`config.mk`:
```
export PLATFORM = sky130hd
export DESIGN_NAME = wvb_rd_ctrl_fmt_0
export DESIGN_NICKNAME = d
export VERILOG_FILES = /design/src/logic/wvb_data_pkg.sv /design/src/logic/wvb_fmt_pkg.sv /design/src/logic/wvb_rd_ctrl_fmt_0.sv
export SDC_FILE = /design/constraint.sdc
export NUM_CORES = 1
export LEC_CHECK = 0
export BUFFER_PORTS_ARGS = -buffer_cell sky130_fd_sc_hd__buf_4
export CAP_MARGIN = 0
export CELL_PAD_IN_SITES_DETAIL_PLACEMENT = 0
export CELL_PAD_IN_SITES_GLOBAL_PLACEMENT = 1
export CORE_AREA = 2 2 128 130
export DETAILED_ROUTE_END_ITERATION = 12
export DIE_AREA = 0 0 130 132
export PLACE_DENSITY_LB_ADDON = 0.08
export SYNTH_ARGS = -nofsm -noshare
export SYNTH_HDL_FRONTEND = slang
export SYNTH_SLANG_ARGS = --single-unit
export TNS_END_PERCENT = 5
```
`constraint.sdc`:
```
create_clock -name clk -period 9.38 [get_ports clk]
set_input_delay 1.407 -clock clk [delete_from_list [all_inputs] [get_ports clk]]
set_output_delay 1.407 -clock clk [all_outputs]
set_load 0.02 [all_outputs]
```
`src/logic/wvb_data_pkg.sv`:
```
/*
  waveform buffer data types
  one acquired sample as stored in the circular buffer, and the
  header bundle queued for each closed event
*/
`default_nettype none

package wvb_data_pkg;

  // field widths of the acquisition data
  localparam int adc_w = 12;
  localparam int disc_w = 8;
  localparam int ltc_w = 48;
  localparam int hdr_adr_w = 12;
  localparam int pre_conf_w = 5;

  // one sample word as written by acquisition
  typedef struct packed {
    logic [disc_w-1:0] discr;
    logic [adc_w-1:0]  adc;
    // time over threshold
    logic              tot;
    // last sample of the event
    logic              eoe;
  } wvb_sample_t;

  // event header bundle
  // ltc and odd_ltc together form the 120 MHz timestamp
  typedef struct packed {
    logic [ltc_w-1:0]      ltc;
    logic                  odd_ltc;
    logic [hdr_adr_w-1:0]  start_addr;
    logic [hdr_adr_w-1:0]  stop_addr;
    // sw, thresh, disc or ext
    logic [1:0]            trig_src;
    logic                  cnst_run;
    logic [pre_conf_w-1:0] pre_conf;
    logic                  sync_rdy;
  } wvb_hdr_t;

endpackage

`default_nettype wire

```
`src/logic/wvb_fmt_pkg.sv`:
```
/*
  format-0 readout layout
  readout DPRAM geometry, the channel word tag and the packing of
  the hdr_0 word and of one sample word
*/
`default_nettype none

package wvb_fmt_pkg;

  // readout DPRAM geometry
  localparam int dpram_aw = 10;
  localparam int dpram_dw = 32;
  localparam int dpram_depth = 1 << dpram_aw;

  // channel word tag, upper byte of the low half
  localparam logic [7:0] fmt_code = 8'h90;

  // last sample address when an event is truncated
  localparam logic [dpram_aw-1:0] dpram_a_last_data = 10'd1021;
  // last address of the DPRAM
  localparam logic [dpram_aw-1:0] dpram_a_last = 10'd1023;

  // hdr_0 word, from the top
  // pre_conf, cnst_run, six zeros, sync_rdy, odd_ltc, trig_src
  function automatic logic [15:0] hdr_0_word(input wvb_data_pkg::wvb_hdr_t h);
    return {h.pre_conf, h.cnst_run, 6'b0, h.sync_rdy, h.odd_ltc, h.trig_src};
  endfunction

  // sample word
  // high half holds disc byte, zeros, tot, eoe
  // low half holds the adc value sign extended to 16 bits
  function automatic logic [dpram_dw-1:0] sample_word(
    input wvb_data_pkg::wvb_sample_t s
  );
    logic [15:0] adc_ext;
    adc_ext = {{(16 - wvb_data_pkg::adc_w){s.adc[wvb_data_pkg::adc_w-1]}}, s.adc};
    return {s.discr, 6'b0, s.tot, s.eoe, adc_ext};
  endfunction

endpackage

`default_nettype wire

```
`src/logic/wvb_rd_ctrl_fmt_0.sv`:
```
/*
  format-0 read controller
  packs one event into the readout DPRAM: channel word, hdr_0 and LTC
  words, one word per sample and a footer
  mode 0 truncates at the end of the DPRAM, mode 1 continues the event
  into further fills and signals that with more
*/
`timescale 1ns/100ps
`default_nettype none

module wvb_rd_ctrl_fmt_0 #(
  parameter int p_wvb_adr_width = 12
) (
  input  logic                                  clk,
  input  logic                                  rst,
  input  logic                                  req,
  input  logic [7:0]                            idx,
  input  logic                                  dpram_mode,
  input  wvb_data_pkg::wvb_hdr_t                hdr,
  input  wvb_data_pkg::wvb_sample_t             rd_sample,
  output logic                                  ack,
  output logic                                  more,
  output logic                                  rdreq,
  output logic                                  rddone,
  output logic [wvb_fmt_pkg::dpram_aw-1:0]      dpram_a,
  output logic [wvb_fmt_pkg::dpram_dw-1:0]      dpram_data,
  output logic                                  dpram_wren,
  output logic [15:0]                           dpram_len
);

  typedef enum logic [2:0] {
    s_idle,
    s_chan_len,
    s_hdr_0_ltc_2,
    s_ltc_1_ltc_0,
    s_sample,
    s_ftr,
    s_ack,
    s_req_wait
  } state_t;

  state_t state;

  // header held for the whole event, the buffer pops it early
  wvb_data_pkg::wvb_hdr_t hdr_l;
  logic [15:0] evt_len_l;
  logic [15:0] hdr_0;
  // event length modulo the buffer depth
  logic [p_wvb_adr_width-1:0] len_mod;

  // words written in this fill, one bit wider to hold 1024
  logic [wvb_fmt_pkg::dpram_aw:0] wcnt;
  logic [wvb_fmt_pkg::dpram_aw-1:0] wa;
  // footer did not fit, next fill is footer only
  logic ftr_only;

  logic wr_go;
  logic [wvb_fmt_pkg::dpram_dw-1:0] word;

  assign len_mod = hdr.stop_addr - hdr.start_addr + 1'b1;
  assign hdr_0 = wvb_fmt_pkg::hdr_0_word(hdr_l);
  assign wa = wcnt[wvb_fmt_pkg::dpram_aw-1:0];

  // each sample state cycle consumes the shown sample
  assign rdreq = (state == s_sample);

  // word for the current state
  always_comb begin
    wr_go = 1'b1;
    word = '0;
    case (state)
      s_chan_len: word = {evt_len_l, wvb_fmt_pkg::fmt_code, idx};
      s_hdr_0_ltc_2: word = {hdr_l.ltc[47:32], hdr_0};
      s_ltc_1_ltc_0: word = {hdr_l.ltc[15:0], hdr_l.ltc[31:16]};
      s_sample: word = wvb_fmt_pkg::sample_word(rd_sample);
      s_ftr: word = {hdr_0, evt_len_l};
      default: wr_go = 1'b0;
    endcase
  end

  always_ff @(posedge clk) begin
    if (wr_go) begin
      dpram_a <= wa;
      dpram_data <= word;
    end
    if ((state == s_idle) && req) begin
      hdr_l <= hdr;
      evt_len_l <= {{(16 - p_wvb_adr_width){1'b0}}, len_mod};
    end
  end

  always_ff @(posedge clk) begin
    if (rst) begin
      state <= s_idle;
      ack <= 1'b0;
      more <= 1'b0;
      rddone <= 1'b0;
      dpram_wren <= 1'b0;
      dpram_len <= '0;
      wcnt <= '0;
      ftr_only <= 1'b0;
    end else begin
      dpram_wren <= wr_go;
      rddone <= 1'b0;
      if (wr_go) begin
        wcnt <= wcnt + 1'b1;
      end

      case (state)
        s_idle: begin
          if (req) begin
            wcnt <= '0;
            state <= s_chan_len;
          end
        end
        s_chan_len: state <= s_hdr_0_ltc_2;
        s_hdr_0_ltc_2: state <= s_ltc_1_ltc_0;
        s_ltc_1_ltc_0: state <= s_sample;
        s_sample: begin
          if (rd_sample.eoe) begin
            rddone <= 1'b1;
            // eoe in the last word leaves no room for the footer
            if (dpram_mode && (wa == wvb_fmt_pkg::dpram_a_last)) begin
              more <= 1'b1;
              ftr_only <= 1'b1;
              state <= s_ack;
            end else begin
              state <= s_ftr;
            end
          end else if (!dpram_mode && (wa == wvb_fmt_pkg::dpram_a_last_data)) begin
            // truncate, rest of the event is dropped
            rddone <= 1'b1;
            state <= s_ftr;
          end else if (dpram_mode && (wa == wvb_fmt_pkg::dpram_a_last)) begin
            more <= 1'b1;
            state <= s_ack;
          end
        end
        s_ftr: state <= s_ack;
        s_ack: begin
          // length in 16-bit words
          dpram_len <= {{(16 - wvb_fmt_pkg::dpram_aw - 2){1'b0}}, wcnt, 1'b0};
          if (req) begin
            ack <= 1'b1;
          end else begin
            ack <= 1'b0;
            more <= 1'b0;
            state <= more ? s_req_wait : s_idle;
          end
        end
        s_req_wait: begin
          // continuation fill restarts at address 0
          if (req) begin
            wcnt <= '0;
            if (ftr_only) begin
              ftr_only <= 1'b0;
              state <= s_ftr;
            end else begin
              state <= s_sample;
            end
          end
        end
        default: state <= s_idle;
      endcase
    end
  end

endmodule

`default_nettype wire

```
==> impl_metrics.env <==
export IMPL_first_iter_violations=212
export IMPL_clk_latency_ns=0.42
export IMPL_yosys_area_top_type="edfxtp_1"
export IMPL_hold_slack_ns=0.4523
export IMPL_synth_top_area_share=0.5331
export IMPL_report_final_slew_viol_count=0
export IMPL_crit_fanout=42
export IMPL_die_area_um2=17160
export IMPL_drc=0
export IMPL_max_freq_ghz=0.2904
export IMPL_cts_buffers=17
export IMPL_rows=46
export IMPL_total_power_w=0.001989
export IMPL_path_cells="nor2_1 > nand2_1 > inv_1 > buf_4"
export IMPL_ys_warn_count=0
export IMPL_synth_area_top_cells="edfxtp_1 53%, dfxtp_1 9.5%, mux2i_1 5.4%"
export IMPL_coreArea_um2=15710
export IMPL_overflow=0
export IMPL_worstPathRequired_ns=7.97
export IMPL_seq_area_frac_synth=0.6283
export IMPL_vias=4454
export IMPL_status="finished clean"
export IMPL_cts_root_buffer="clkbuf_16"
export IMPL_grt_max_degree=69
export IMPL_synthFlopType="edfxtp_1"
export IMPL_dr_pass1_iters=5
export IMPL_crit_slowest_cell="dfxtp_2"
export IMPL_slew_headroom=0.1991
export IMPL_syn_inst=507
export IMPL_clk_pin_slew_ns=0.06
export IMPL_fp_dieW_um=130
export IMPL_cts_num_sinks=142
export IMPL_wl_um=15230
export IMPL_critPathMaxStageDelay_ns=0.96
export IMPL_wl_per_cell_um=16.83
export IMPL_grt_pass1_vias=4529
export IMPL_io_pins=179
export IMPL_power_leakage_nw=3.355
export IMPL_cts_tree="yes"
export IMPL_fin_nets=816
export IMPL_ir_drop_mv=0.1301
export IMPL_htree_levels=4
export IMPL_gp_congestion=0.8907
export IMPL_fin_tns_setup_ns=0
export IMPL_hold_buffers=0
export IMPL_setup_worst_path_start="state[1]"
export IMPL_synth_edf_count=112
export IMPL_worstSetupPathType="register to output port"
export IMPL_endpoint_kind="output port"
export IMPL_dp_hpwl_um=10780
export IMPL_whs_path_depth=2
export IMPL_initial_core_util=0.4015
export IMPL_vias_per_cell=4.922
export IMPL_tightest_slew_ns=1.199
export IMPL_synth_async_reset_ratio=0
export IMPL_antenna_found_initial=0
export IMPL_drive_gt1_frac=0.3222
export IMPL_hp_class="register to register"
export IMPL_reg2reg_from="state[1]"
export IMPL_period_share=0.3671
export IMPL_grt_pass1_wl_um=24300
export IMPL_area_growth_pct=33.56
export IMPL_portBuffers=173
export IMPL_n_antenna_cell=0
export IMPL_rsz0062_at_grt="no"
export IMPL_grt_usage=0.1851
export IMPL_drv_cap=0
export IMPL_drt_antenna_violating_nets=0
export IMPL_period_needed_ns=3.443
export IMPL_rr_worst_depth=6
export IMPL_die_h_um=132
export IMPL_post_cts_setup_buffer_count=0
export IMPL_setup_viol=0
export IMPL_synth_area_um2=6309
export IMPL_utilization=0.5362
export IMPL_ys_seq_elements=142
export IMPL_cp_start_kind="register"
export IMPL_power_density_nw_per_um2=236.1
export IMPL_synth_distinct_cells=50
export IMPL_cp_arrival_ns=2.04
export IMPL_syn_area_per_cell_um2=12.44
export IMPL_clock_skew_ns=0.007335
export IMPL_clock_path_buffers=2
export IMPL_cts_resized=0
export IMPL_hp_start="dpram_len[4]"
export IMPL_hold_viol=0
worst max-delay path, delay by kind of cell (launching register included):
| family | cells | cell delay, ns |
|---|---|---|
| buf+inv | 2 | 0.36 |
| flops | 1 | 0.96 |
| simple gates | 2 | 0.30 |
Yosys cell counts, types with 2 or more instances:
cell type and number:
nand4_1 3, nand2b_1 4, clkbuf_1 15, nor2_1 39, inv_1 22, and2_1 6
a21o_1 3, a211oi_1 3, nand2_1 44, a2111oi_2 2, buf_2 6, nor2b_1 6
edfxtp_1 112, xor2_1 7, xnor2_1 14, o211ai_1 3, o22ai_1 11, o21ai_0 8
and3_1 3, dfxtp_1 30, o31ai_1 5, a22oi_1 5, ha_1 23, nand3_1 4
mux2i_1 34, a221oi_1 10, nor4_1 3, a21oi_1 52, nor3_1 2, buf_4 6
buf_1 3
area by class of cell:
class                           instances  area [um^2]
Multi-Input combinational cell        317         2145
Fill cell                            1366         7287
Sequential cell                       142         3968
Clock buffer                           24        579.3
Clock inverter                          8        60.06
Timing Repair Buffer                  176         1321
Tap cell                              216        270.3
Inverter                               22        82.58
final timing paths:
path             endpoint  slack (ns)
min          dpram_len[4]        0.45
min reg2reg  dpram_len[4]        0.45
max reg2reg       wcnt[5]        6.68
max                 rdreq        5.94
registers in the layout, indices dropped and copies added, names as in the netlist, 3 cells and up:
signal      flops
hdr_l          48
dpram_data     32
evt_len_l      12
dpram_len      11
wcnt           11
dpram_a        10
hdr_0          10
state           3
routing by layer:
layer | routed length, um | vias up | part of all wire | track usage
met5 | 0 | - | 0 | 0
met4 | 181 | 0 | 0.012 | 0.05854
li1 | - | 2196 | - | -
met2 | 7826 | 128 | 0.51 | 0.3159
met1 | 6156 | 2117 | 0.40 | 0.2153
met3 | 1067 | 13 | 0.070 | 0.06778
cell families (layout without fill, tap and decap cells):
group / after synthesis / count (layout) / synth area share
flops: 142 / 142 / 0.6283
simple gates: 121 / 121 / 0.09005
fa+ha+maj: 24 / 24 / 0.04879
other cells: 1 / 5 / 0.0005944
buf+inv: 52 / 230 / 0.03570
xor+xnor: 21 / 21 / 0.02916
mux: 34 / 34 / 0.05395
compound gates: 112 / 112 / 0.1134
cell usage in the layout, fill, tap and decap left out, types with 7 or more instances in the layout:
master	instances
a21oi_1	52
a221oi_1	10
buf_4	176
clkbuf_16	23
dfxtp_1	27
edfxtp_1	112
ha_1	23
inv_1	22
mux2i_1	34
nand2_1	44
nor2_1	39
o21ai_0	8
o22ai_1	11
xnor2_1	14
xor2_1	7
stage by stage:
step / cell area [um^2] / worst slack, ns / std cells
2_1_floorplan: 6324 / 0.6356 / 511
6_report: 8426 / 5.937 / 905
3_3_place_gp: 7786 / 5.664 / 873
5_1_grt: 8426 / 5.771 / 905
4_1_cts: 8426 / 5.915 / 905
3_5_place_dp: 7786 / 5.588 / 873
power by group:
group / switching (W) / total, W / internal, W
Clock: 0.000259 / 0.000694 / 0.000435
Sequential: 0.0000497 / 0.000867 / 0.000818
Combinational: 0.000254 / 0.000428 / 0.000174
(Power assumes the default switching activity.)
