File: config.mk
export PLATFORM = sky130hd
export DESIGN_NAME = wvb_reader
export DESIGN_NICKNAME = d
export VERILOG_FILES = /design/src/logic/wvb_reader.sv
export SDC_FILE = /design/constraint.sdc
export NUM_CORES = 1
export LEC_CHECK = 0
export ABC_AREA = 1
export BUFFER_PORTS_ARGS = -buffer_cell sky130_fd_sc_hd__buf_4
export CAP_MARGIN = 5
export CORE_MARGIN = 4
export CORE_UTILIZATION = 28
export DETAILED_ROUTE_END_ITERATION = 10
export SYNTH_ARGS = -nofsm -noshare
export SYNTH_HDL_FRONTEND = slang
export SYNTH_SLANG_ARGS = --single-unit
File: constraint.sdc
create_clock -name clk -period 1.9 [get_ports clk]
set_clock_uncertainty 0.05 [all_clocks]
set_input_delay 0.285 -clock clk [delete_from_list [all_inputs] [get_ports clk]]
set_output_delay 0.285 -clock clk [all_outputs]
set_load 0.005 [all_outputs]
File: src/logic/wvb_reader.sv
/*
  waveform buffer reader
  requests a fill when a header is queued, presents the fill length
  to the host and re-requests while an event continues
*/
`timescale 1ns/100ps
`default_nettype none

module wvb_reader #(
  parameter logic [7:0] p_chan_idx = 8'd0
) (
  input  logic        clk,
  input  logic        rst,
  input  logic        hdr_avail,
  input  logic        ack,
  input  logic        more,
  input  logic [15:0] dpram_len,
  input  logic        buf_done,
  output logic        req,
  output logic [7:0]  idx,
  output logic        buf_ready,
  output logic [15:0] buf_len
);

  typedef enum logic [1:0] {
    r_idle,
    r_req,
    r_ready,
    r_drop
  } rstate_t;

  rstate_t state;
  // event continues into another fill
  logic more_l;

  assign idx = p_chan_idx;

  // fill length held for the host
  always_ff @(posedge clk) begin
    if ((state == r_req) && ack) begin
      buf_len <= dpram_len;
    end
  end

  always_ff @(posedge clk) begin
    if (rst) begin
      state <= r_idle;
      req <= 1'b0;
      buf_ready <= 1'b0;
      more_l <= 1'b0;
    end else begin
      case (state)
        r_idle: begin
          if (hdr_avail) begin
            req <= 1'b1;
            state <= r_req;
          end
        end
        r_req: begin
          if (ack) begin
            buf_ready <= 1'b1;
            more_l <= more;
            state <= r_ready;
          end
        end
        r_ready: begin
          // host may hold off as long as it likes
          if (buf_done) begin
            req <= 1'b0;
            buf_ready <= 1'b0;
            state <= r_drop;
          end
        end
        r_drop: begin
          // wait for the controller to release ack
          if (!ack) begin
            if (more_l) begin
              req <= 1'b1;
              state <= r_req;
            end else begin
              state <= r_idle;
            end
          end
        end
        default: state <= r_idle;
      endcase
    end
  end

endmodule

`default_nettype wire

==> results of run 1 <==
-- area by class of cell --
type                            count  area, um2  share of cell area
Clock inverter                      1       5.00             0.00401
Clock buffer                        3       22.5              0.0180
Timing Repair Buffer               40        300               0.240
Inverter                           11       41.3              0.0331
Multi-Input combinational cell     44        244               0.195
Sequential cell                    21        581               0.465
Tap cell                           44       55.1              0.0441
-- worst paths after layout --
check / slack (ns) / to / from / depth (start not counted)
worst min-delay path: 0.09 / state[0] / rst / 2
worst max-delay path: 0.50 / buf_ready / state[1] / 7
worst max register to register: 0.50 / buf_ready / state[1] / 7
worst min register to register: 0.45 / buf_ready / buf_ready / 2
-- flip-flops by register name (all words and copies together), names as in the netlist --
register / count
buf_len: 16
buf_ready: 1
more_l: 1
req: 1
state: 2
-- cells in the final DEF, fill, tap and decap left out, drive strengths merged, types with 3 or more instances in the layout --
cell type	instances
edfxtp	16
a21oi	3
inv	11
dfxtp	5
conb	8
ha	4
nor2	9
buf	40
nand2	15
clkbuf	3
-- critical path, stage by stage (launching register included) --
cell	delay (ns)
dfxtp_1	0.42
inv_1	0.09
ha_1	0.23
nand2_1	0.08
inv_1	0.04
buf_4	0.20
a21oi_1	0.14
nor2_1	0.05
-- per-stage QoR --
step                hold WS (ns)  worst slack (ns)
detailed placement         0.404             0.510
global placement           0.399             0.546
finish                    0.0855             0.501
floorplan                  0.297             0.461
CTS                       0.0753             0.496
global route              0.0678             0.337
-- routing by layer --
| layer | track usage | up-vias | wire length, um |
|---|---|---|---|
| met5 | 0 | - | 0 |
| met4 | 0.0317 | 0 | 6 |
| met3 | 0.0347 | 2 | 210 |
| met2 | 0.129 | 37 | 720 |
| met1 | 0.0998 | 272 | 757 |
| li1 | - | 315 | - |
-- cells by family after synthesis --
kind of cell / Yosys count / synth area share
and+or+nand+nor: 27 / 0.150
DFF: 21 / 0.645
buffers and inverters: 19 / 0.113
AOI/OAI and AO/OA: 5 / 0.0320
adders and majority gates: 4 / 0.0556
other: 1 / 0.00417
-- synth_stat cells (2+ instances only) --
cell type / number / area share
nand2_2: 5 / 0.035
edfxtp_1: 16 / 0.53
inv_1: 9 / 0.038
ha_1: 4 / 0.056
nand3_1: 2 / 0.011
inv_2: 2 / 0.0083
buf_4: 8 / 0.067
dfxtp_1: 5 / 0.11
nor2_1: 8 / 0.033
nand2_1: 9 / 0.038
a21oi_1: 2 / 0.011
o21ai_0: 2 / 0.011
-- report_power, final --
part / total, uW / leakage, uW / internal (uW) / switching [uW]
Combinational: 414 / 0.000367 / 202 / 212
Clock: 205 / 0.0000177 / 78.2 / 126
Sequential: 638 / 0.000187 / 592 / 46.9
Total: 1260 / 0.000572 / 872 / 385
==> results.cfg, run 1 <==
[clock_network]
cts_root_buffer = clkbuf_4
cts_htree_levels = 1
cts_hold_buf = 0
clock_latency_ns = 0.29
cts_setup_buffers = 0
cts_tree = built
cts_sinks = 21
clockBufferDepth = 2
path_clk_slew_ns = 0.11
numCtsBuffers = 3
cts_resized = 0

[placement]
place.gp.congestion = 0.847
hpwl_um = 1440
dp_cells = 160
portBuffers = 39
place_area_mm2 = 0.00122

[floorplanning]
die_w_um = 64.7
start_util = 0.295
design.core.area_mm2 = 0.00305
ios = 48
rows = 20
die_area_mm2 = 0.00418
die_h_um = 64.7

[global_route]
overflow = 0
grt_use_total = 0.0822
grt_pass1_vias = 629
grt_pass1_wl_um = 2690
antenna_found_initial = 0
grt_max_degree = 19

[sta]
hold_violations = 0
setup-violations-final = 0
period_needed_ns = 1.40
rsz0062_at_grt = no
finalSetupTns_ns = 0
drv_slew = 0
finalCritPeriodShare = 0.736
clock.fmax_mhz = 715

[layout]
num_antenna_cells = 0
syn_to_final_growth_pct = 38.8
final_nets = 147
final_cells = 164
drive_above_1_share = 0.450
finish.utilization = 0.409
post-route-cell-area_mm2 = 0.00125
fillCellCount = 303

[synthesis]
synth_area_per_cell_um2 = 11.7
synthFlopType = edfxtp_1
ys_seq_elements = 21
synth_edf_count = 16
yosys_warnings = 0
ys_types = 17
syn_area_um2 = 900
ys_seq_area_frac = 0.645
synthesis.instances = 77
ys_async_sr_fraction = 0

[critical_path]
cp.arrival_ns = 1.55
critPathKind = reg -> reg
crit_path_start_kind = flop
worstPathMaxFanout = 18
endpoint_kind = flop
cp.required_ns = 2.05

[flow_run]
max_cap_viol_count = 0

[power]
ir_drop_mv = 0.419
p_total_uw = 1260
leakagePower_uw = 0.000572
pwr_density_cell_mw_per_mm2 = 1010

[routing]
wl_um = 1700
ant_nets = 0
drc = 0
wl_per_cell_um = 10.3
dr.first_iter.drc_count = 17
vias = 626
viasPerCell = 3.82
dr.pass1.iters = 3

[min_path]
min_path_type = in -> reg

[outcome]
status = complete, no violations
Power figures use the tool's default switching activity.
==> run 2, diff against run 1 <==
ABC_AREA = 0   (was 1)
clock period = 1.4 ns   (was 1.9 ns; I/O delays follow)
==> run 2 against run 1 <==
Net effect: cell count shrank 1.2%; critical endpoint is now state[0]; via count grew 4.8%; largest cell class unchanged; sequential power is 42% higher; global-route usage is 0.70 points higher; die area fell by 2.3%; sequential cell count did not move; utilization increased by 6.6 points; sequential share of layout area down 5.6 points; highest routed layer unchanged.
==> results.cfg, run 2 <==
[global_route]
grt_pass1_wl_um = 2850
grt_use_total = 0.0892
overflow = 0
antenna_found_initial = 0
grt_pass1_vias = 663
grt_max_degree = 19

[flow_run]
max_cap_viol_count = 0

[routing]
dr.first_iter.drc_count = 28
dr.pass1.iters = 4
vias = 656
wl_per_cell_um = 11.8
wl_um = 1910
viasPerCell = 4.05
ant_nets = 0
drc = 0

[clock_network]
numCtsBuffers = 3
cts_hold_buf = 0
clock_latency_ns = 0.29
cts_root_buffer = clkbuf_4
cts_htree_levels = 1
cts_sinks = 21
path_clk_slew_ns = 0.11
cts_tree = built
clockBufferDepth = 2

[synthesis]
synth_top_area_cell = edfxtp_1
synth_edf_count = 16
yosys-mux-area-fraction = 0.0357
yosys_warnings = 0
synthesis.instances = 60
synth_compound_area_frac = 0.0800
synthAdderAreaFrac = 0.0571
synthSimpleGateAreaFrac = 0.0743
ys_types = 21
synth_area_leaders = edfxtp_1 (55%), dfxtp_1 (11%), buf_4 (6.9%), ha_1 (5.7%), o2111ai_4 (3.0%)
synth_area_per_cell_um2 = 14.6
yosysMostFrequentCell = edfxtp_1
synthFlopType = edfxtp_1
ys_async_sr_fraction = 0
synth_common_cells = edfxtp_1 (16), buf_4 (8), dfxtp_1 (5)
synth_top_area_frac = 0.549
syn_area_um2 = 876
synth_xor_area_frac = 0
ys_seq_area_frac = 0.663
synth_top_family_by_area = buffers and inverters
ys_seq_elements = 21

[power]
pwr_density_cell_mw_per_mm2 = 1490
ir_drop_mv = 0.499
leakagePower_uw = 0.000612

[sta]
clock.fmax_mhz = 717
finalSetupTns_ns = 0
setup-violations-final = 0
hold_violations = 0
finalCritPeriodShare = 0.996
layout_setup_ws_ns = 0.00588
period_needed_ns = 1.39
whs_ns = 0.0335
drv_slew = 0
rsz0062_at_grt = yes

[layout]
mostFrequentLayoutCell = buf_4
final_cell_mix = buf_4 (51), edfxtp_1 (16), conb_1 (8)
post-route-cell-area_mm2 = 0.00144
num_antenna_cells = 0
drive_above_1_share = 0.636
top_register = buf_len
final_nets = 145
syn_to_final_growth_pct = 64.1
largest_reg_flops = 16
fillCellCount = 261
reg.largest.list = buf_len: 16 flops, state: 2 flops
finish.utilization = 0.475

[placement]
pre_cts_slack_ns = -0.0786
place.gp.congestion = 0.618
portBuffers = 39
hpwl_um = 1420
place_area_mm2 = 0.00122

[floorplanning]
design.core.area_mm2 = 0.00303
die_h_um = 63.9
rows = 20
die_area_mm2 = 0.00409
ios = 48
die_w_um = 63.9
start_util = 0.289

[critical_path]
critPathKind = reg -> reg
endpoint_kind = flop
r2r_end = state[0]
cp.arrival_ns = 1.54
reg2reg_from = state[1]
regToRegSetupSlack_ns = 0.006
worstPathMaxFanout = 5
worstRegToRegCells = 6
crit_path_start_kind = flop
cp.required_ns = 1.55
cp-endpoint = state[0]
crit_path_start = state[1]

[outcome]
status = complete, no violations

[min_path]
min_path_type = in -> reg
run 2: cell count changes after synthesis, moves of 2 or more:
cell | previous run | this run
a21oi_1 | 2 | 4
nand2_2 | 5 | 0
nor2_1 | 8 | 4
nand2_1 | 9 | 2
o21ai_0 | 2 | 0
inv_1 | 9 | 3
nand3_1 | 2 | 0
mux2i_1 | 0 | 2
run 2: worst min path at each step:
stage	start	slack [ns]	to	cells after the start
finish	dpram_len[7]	0.03	buf_len[7]	1
global route	dpram_len[8]	0.003	buf_len[8]	1
CTS	dpram_len[7]	0.02	buf_len[7]	1
detailed placement	dpram_len[7]	0.34	buf_len[7]	1
global placement	dpram_len[3]	0.34	buf_len[3]	1
floorplan	rst	0.23	buf_ready	1
run 2: logic make-up after synthesis:
kind of cell / count (synthesis)
multiplexers: 3
flip-flops: 21
adder cells (fa/ha/maj): 4
other: 1
AO/OA/AOI/OAI: 8
buffers and inverters: 12
AND/OR/NAND/NOR: 11
run 2: worst max-delay path, cell delays in order, from the launching register on:
cell and delay (ns):
dfxtp_4 0.40, inv_2 0.07, ha_4 0.17, nand2b_4 0.08, o2111ai_4 0.12, or3_1 0.34
o31ai_1 0.07
run 2: per-stage QoR:
step	instances	total power [uW]
after detailed placement	146	1530
final	162	2140
after floorplan	67	1240
after global routing	162	2290
after CTS	153	2010
after global placement	146	1510
run 2: repair_timing:
action                                  CTS  global route
pin swaps                                 4             2
resized for setup                        19             2
cloned                                    0             1
setup buffers                             3             8
endpoints found under the setup margin    5             5
run 2: layout make-up:
cell class                      count  area, um2  area share
Inverter                            4       20.0      0.0139
Timing Repair Buffer               54        434       0.302
Multi-Input combinational cell     35        314       0.218
Sequential cell                    21        588       0.409
Tap cell                           44       55.1      0.0383
Clock buffer                        4       26.3      0.0183
run 2: where the power goes:
group	leakage, uW	internal (uW)	switching [uW]
clock	0.0000150	111	164
sequential	0.000189	820	85.4
combinational	0.000408	581	379
total	0.000612	1510	628
run 2: per-layer routing:
metal	wire length, um	track usage	vias up
li1	-	-	312
met1	755	0.0874	308
met2	959	0.164	34
met3	190	0.0422	2
met4	4	0.0270	0
met5	0	0	-
==> run 3, diff against run 2 <==
clock period = 1.54 ns   (was 1.4 ns; I/O delays follow)
==> run 3 against run 2 <==
Net effect: sequential cell count stayed put; critical path depth is 1 lower; combinational power is 43% lower; utilization is 6.9 points lower; wire length is 16% lower; sequential power is 14% lower; maximum frequency is 4.0% lower; clock power is 8.0% lower; setup slack better by 0.081 ns; design area is 15% lower; worst hold slack better by 0.021 ns; power is 26% lower; highest routed layer unchanged.
==> results.cfg, run 3 (same netlist as run 2, synthesis figures left out) <==
[layout]
mostFrequentLayoutCell = buf_4
syn_to_final_growth_pct = 40.3
largest_reg_flops = 16
top_register = buf_len
reg.largest.list = buf_len: 16 flops, state: 2 flops
final_nets = 130
final_cells = 147
drive_above_1_share = 0.485
finish.utilization = 0.406
num_antenna_cells = 0
final_cell_mix = buf_4 (40), edfxtp_1 (16), conb_1 (8)

[routing]
viasPerCell = 3.93
dr.first_iter.drc_count = 23
wl_per_cell_um = 10.9
dr.pass1.iters = 2
vias = 577
ant_nets = 0
drc = 0
wl_um = 1610

[power]
leakagePower_uw = 0.000522
combinationalPowerShare = 0.348
seqPwrFrac = 0.492
ir_drop_mv = 0.412
internal_power_uw = 1130
p_sw_frac = 0.286
p_sw_uw = 450
power_frac_clock = 0.160
p_total_uw = 1580
pwr_density_cell_mw_per_mm2 = 1280

[global_route]
grt_max_degree = 19
overflow = 0
grt_pass1_vias = 554
grt_pass1_wl_um = 2480
grt_use_total = 0.0797
antenna_found_initial = 0

[critical_path]
critPathKind = reg -> reg
endpoint_kind = flop
crit_path_start_kind = flop
regToRegSetupSlack_ns = 0.09
worstPathMaxFanout = 4
cp.arrival_ns = 1.59
cp.required_ns = 1.68

[clock_network]
clockBufferDepth = 2
cts_root_buffer = clkbuf_4
cts_sinks = 21
numCtsBuffers = 3
cts_tree = built
path_clk_slew_ns = 0.11
clock_latency_ns = 0.29
cts_hold_buf = 0
cts_setup_buffers = 0
cts_resized = 0
cts_htree_levels = 1

[sta]
rsz0062_at_grt = no
whs_ns = 0.0543
drv_slew = 0
finalSetupTns_ns = 0
setup-violations-final = 0
period_needed_ns = 1.45
clock.fmax_mhz = 688
hold_violations = 0
finalCritPeriodShare = 0.943

[flow_run]
max_cap_viol_count = 0

[floorplanning]
ios = 48
die_h_um = 63.9
start_util = 0.289
die_area_mm2 = 0.00409
rows = 20
die_w_um = 63.9
design.core.area_mm2 = 0.00303

[placement]
place.gp.congestion = 0.657
dp_cells = 143
portBuffers = 39

[outcome]
status = complete, no violations

[min_path]
min_path_type = in -> reg
## run 3: worst max-delay path, cell delays in order, from the launching register on
cell	delay [ns]
dfxtp_1	0.33
buf_4	0.14
ha_1	0.21
a21oi_1	0.17
o2111ai_1	0.12
mux2_1	0.33
## run 3: per-stage QoR
| stage | instance area (um2) | worst slack (ns) |
|---|---|---|
| after global placement | 1200 | 0.0745 |
| after detailed placement | 1200 | 0.0294 |
| final | 1230 | 0.0871 |
| after floorplan | 902 | 0.0946 |
| after global routing | 1230 | 0.0186 |
| after CTS | 1220 | 0.00208 |
## run 3: routing by layer
metal	GRT usage	vias up	wire length, um
met5	0	-	0
met4	0.0404	0	8
met3	0.0404	2	216
met2	0.120	34	710
met1	0.0923	261	673
li1	-	280	-
## run 3: power groups by stage
stage | logic (uW) | clock network (uW) | registers, uW
CTS | 550 | 271 | 774
floorplan | 322 | 0 | 798
finish | 548 | 253 | 775
global placement | 543 | 0 | 783
global route | 599 | 296 | 789
detailed placement | 548 | 0 | 788
## run 3: area by class of cell
cell class,count,area [um2]
Inverter,4,15.0
Fill cell,291,1800
Timing Repair Buffer,40,300
Tap cell,44,55.1
Multi-Input combinational cell,34,250
Sequential cell,21,582
Clock buffer,4,26.3
## run 3: worst paths after layout
path / start / endpoint / depth (start not counted)
setup reg to reg: state[1] / req / 5
hold reg to reg: buf_ready / buf_ready / 2
hold / removal: dpram_len[7] / buf_len[7] / 1
setup / recovery: state[1] / req / 5
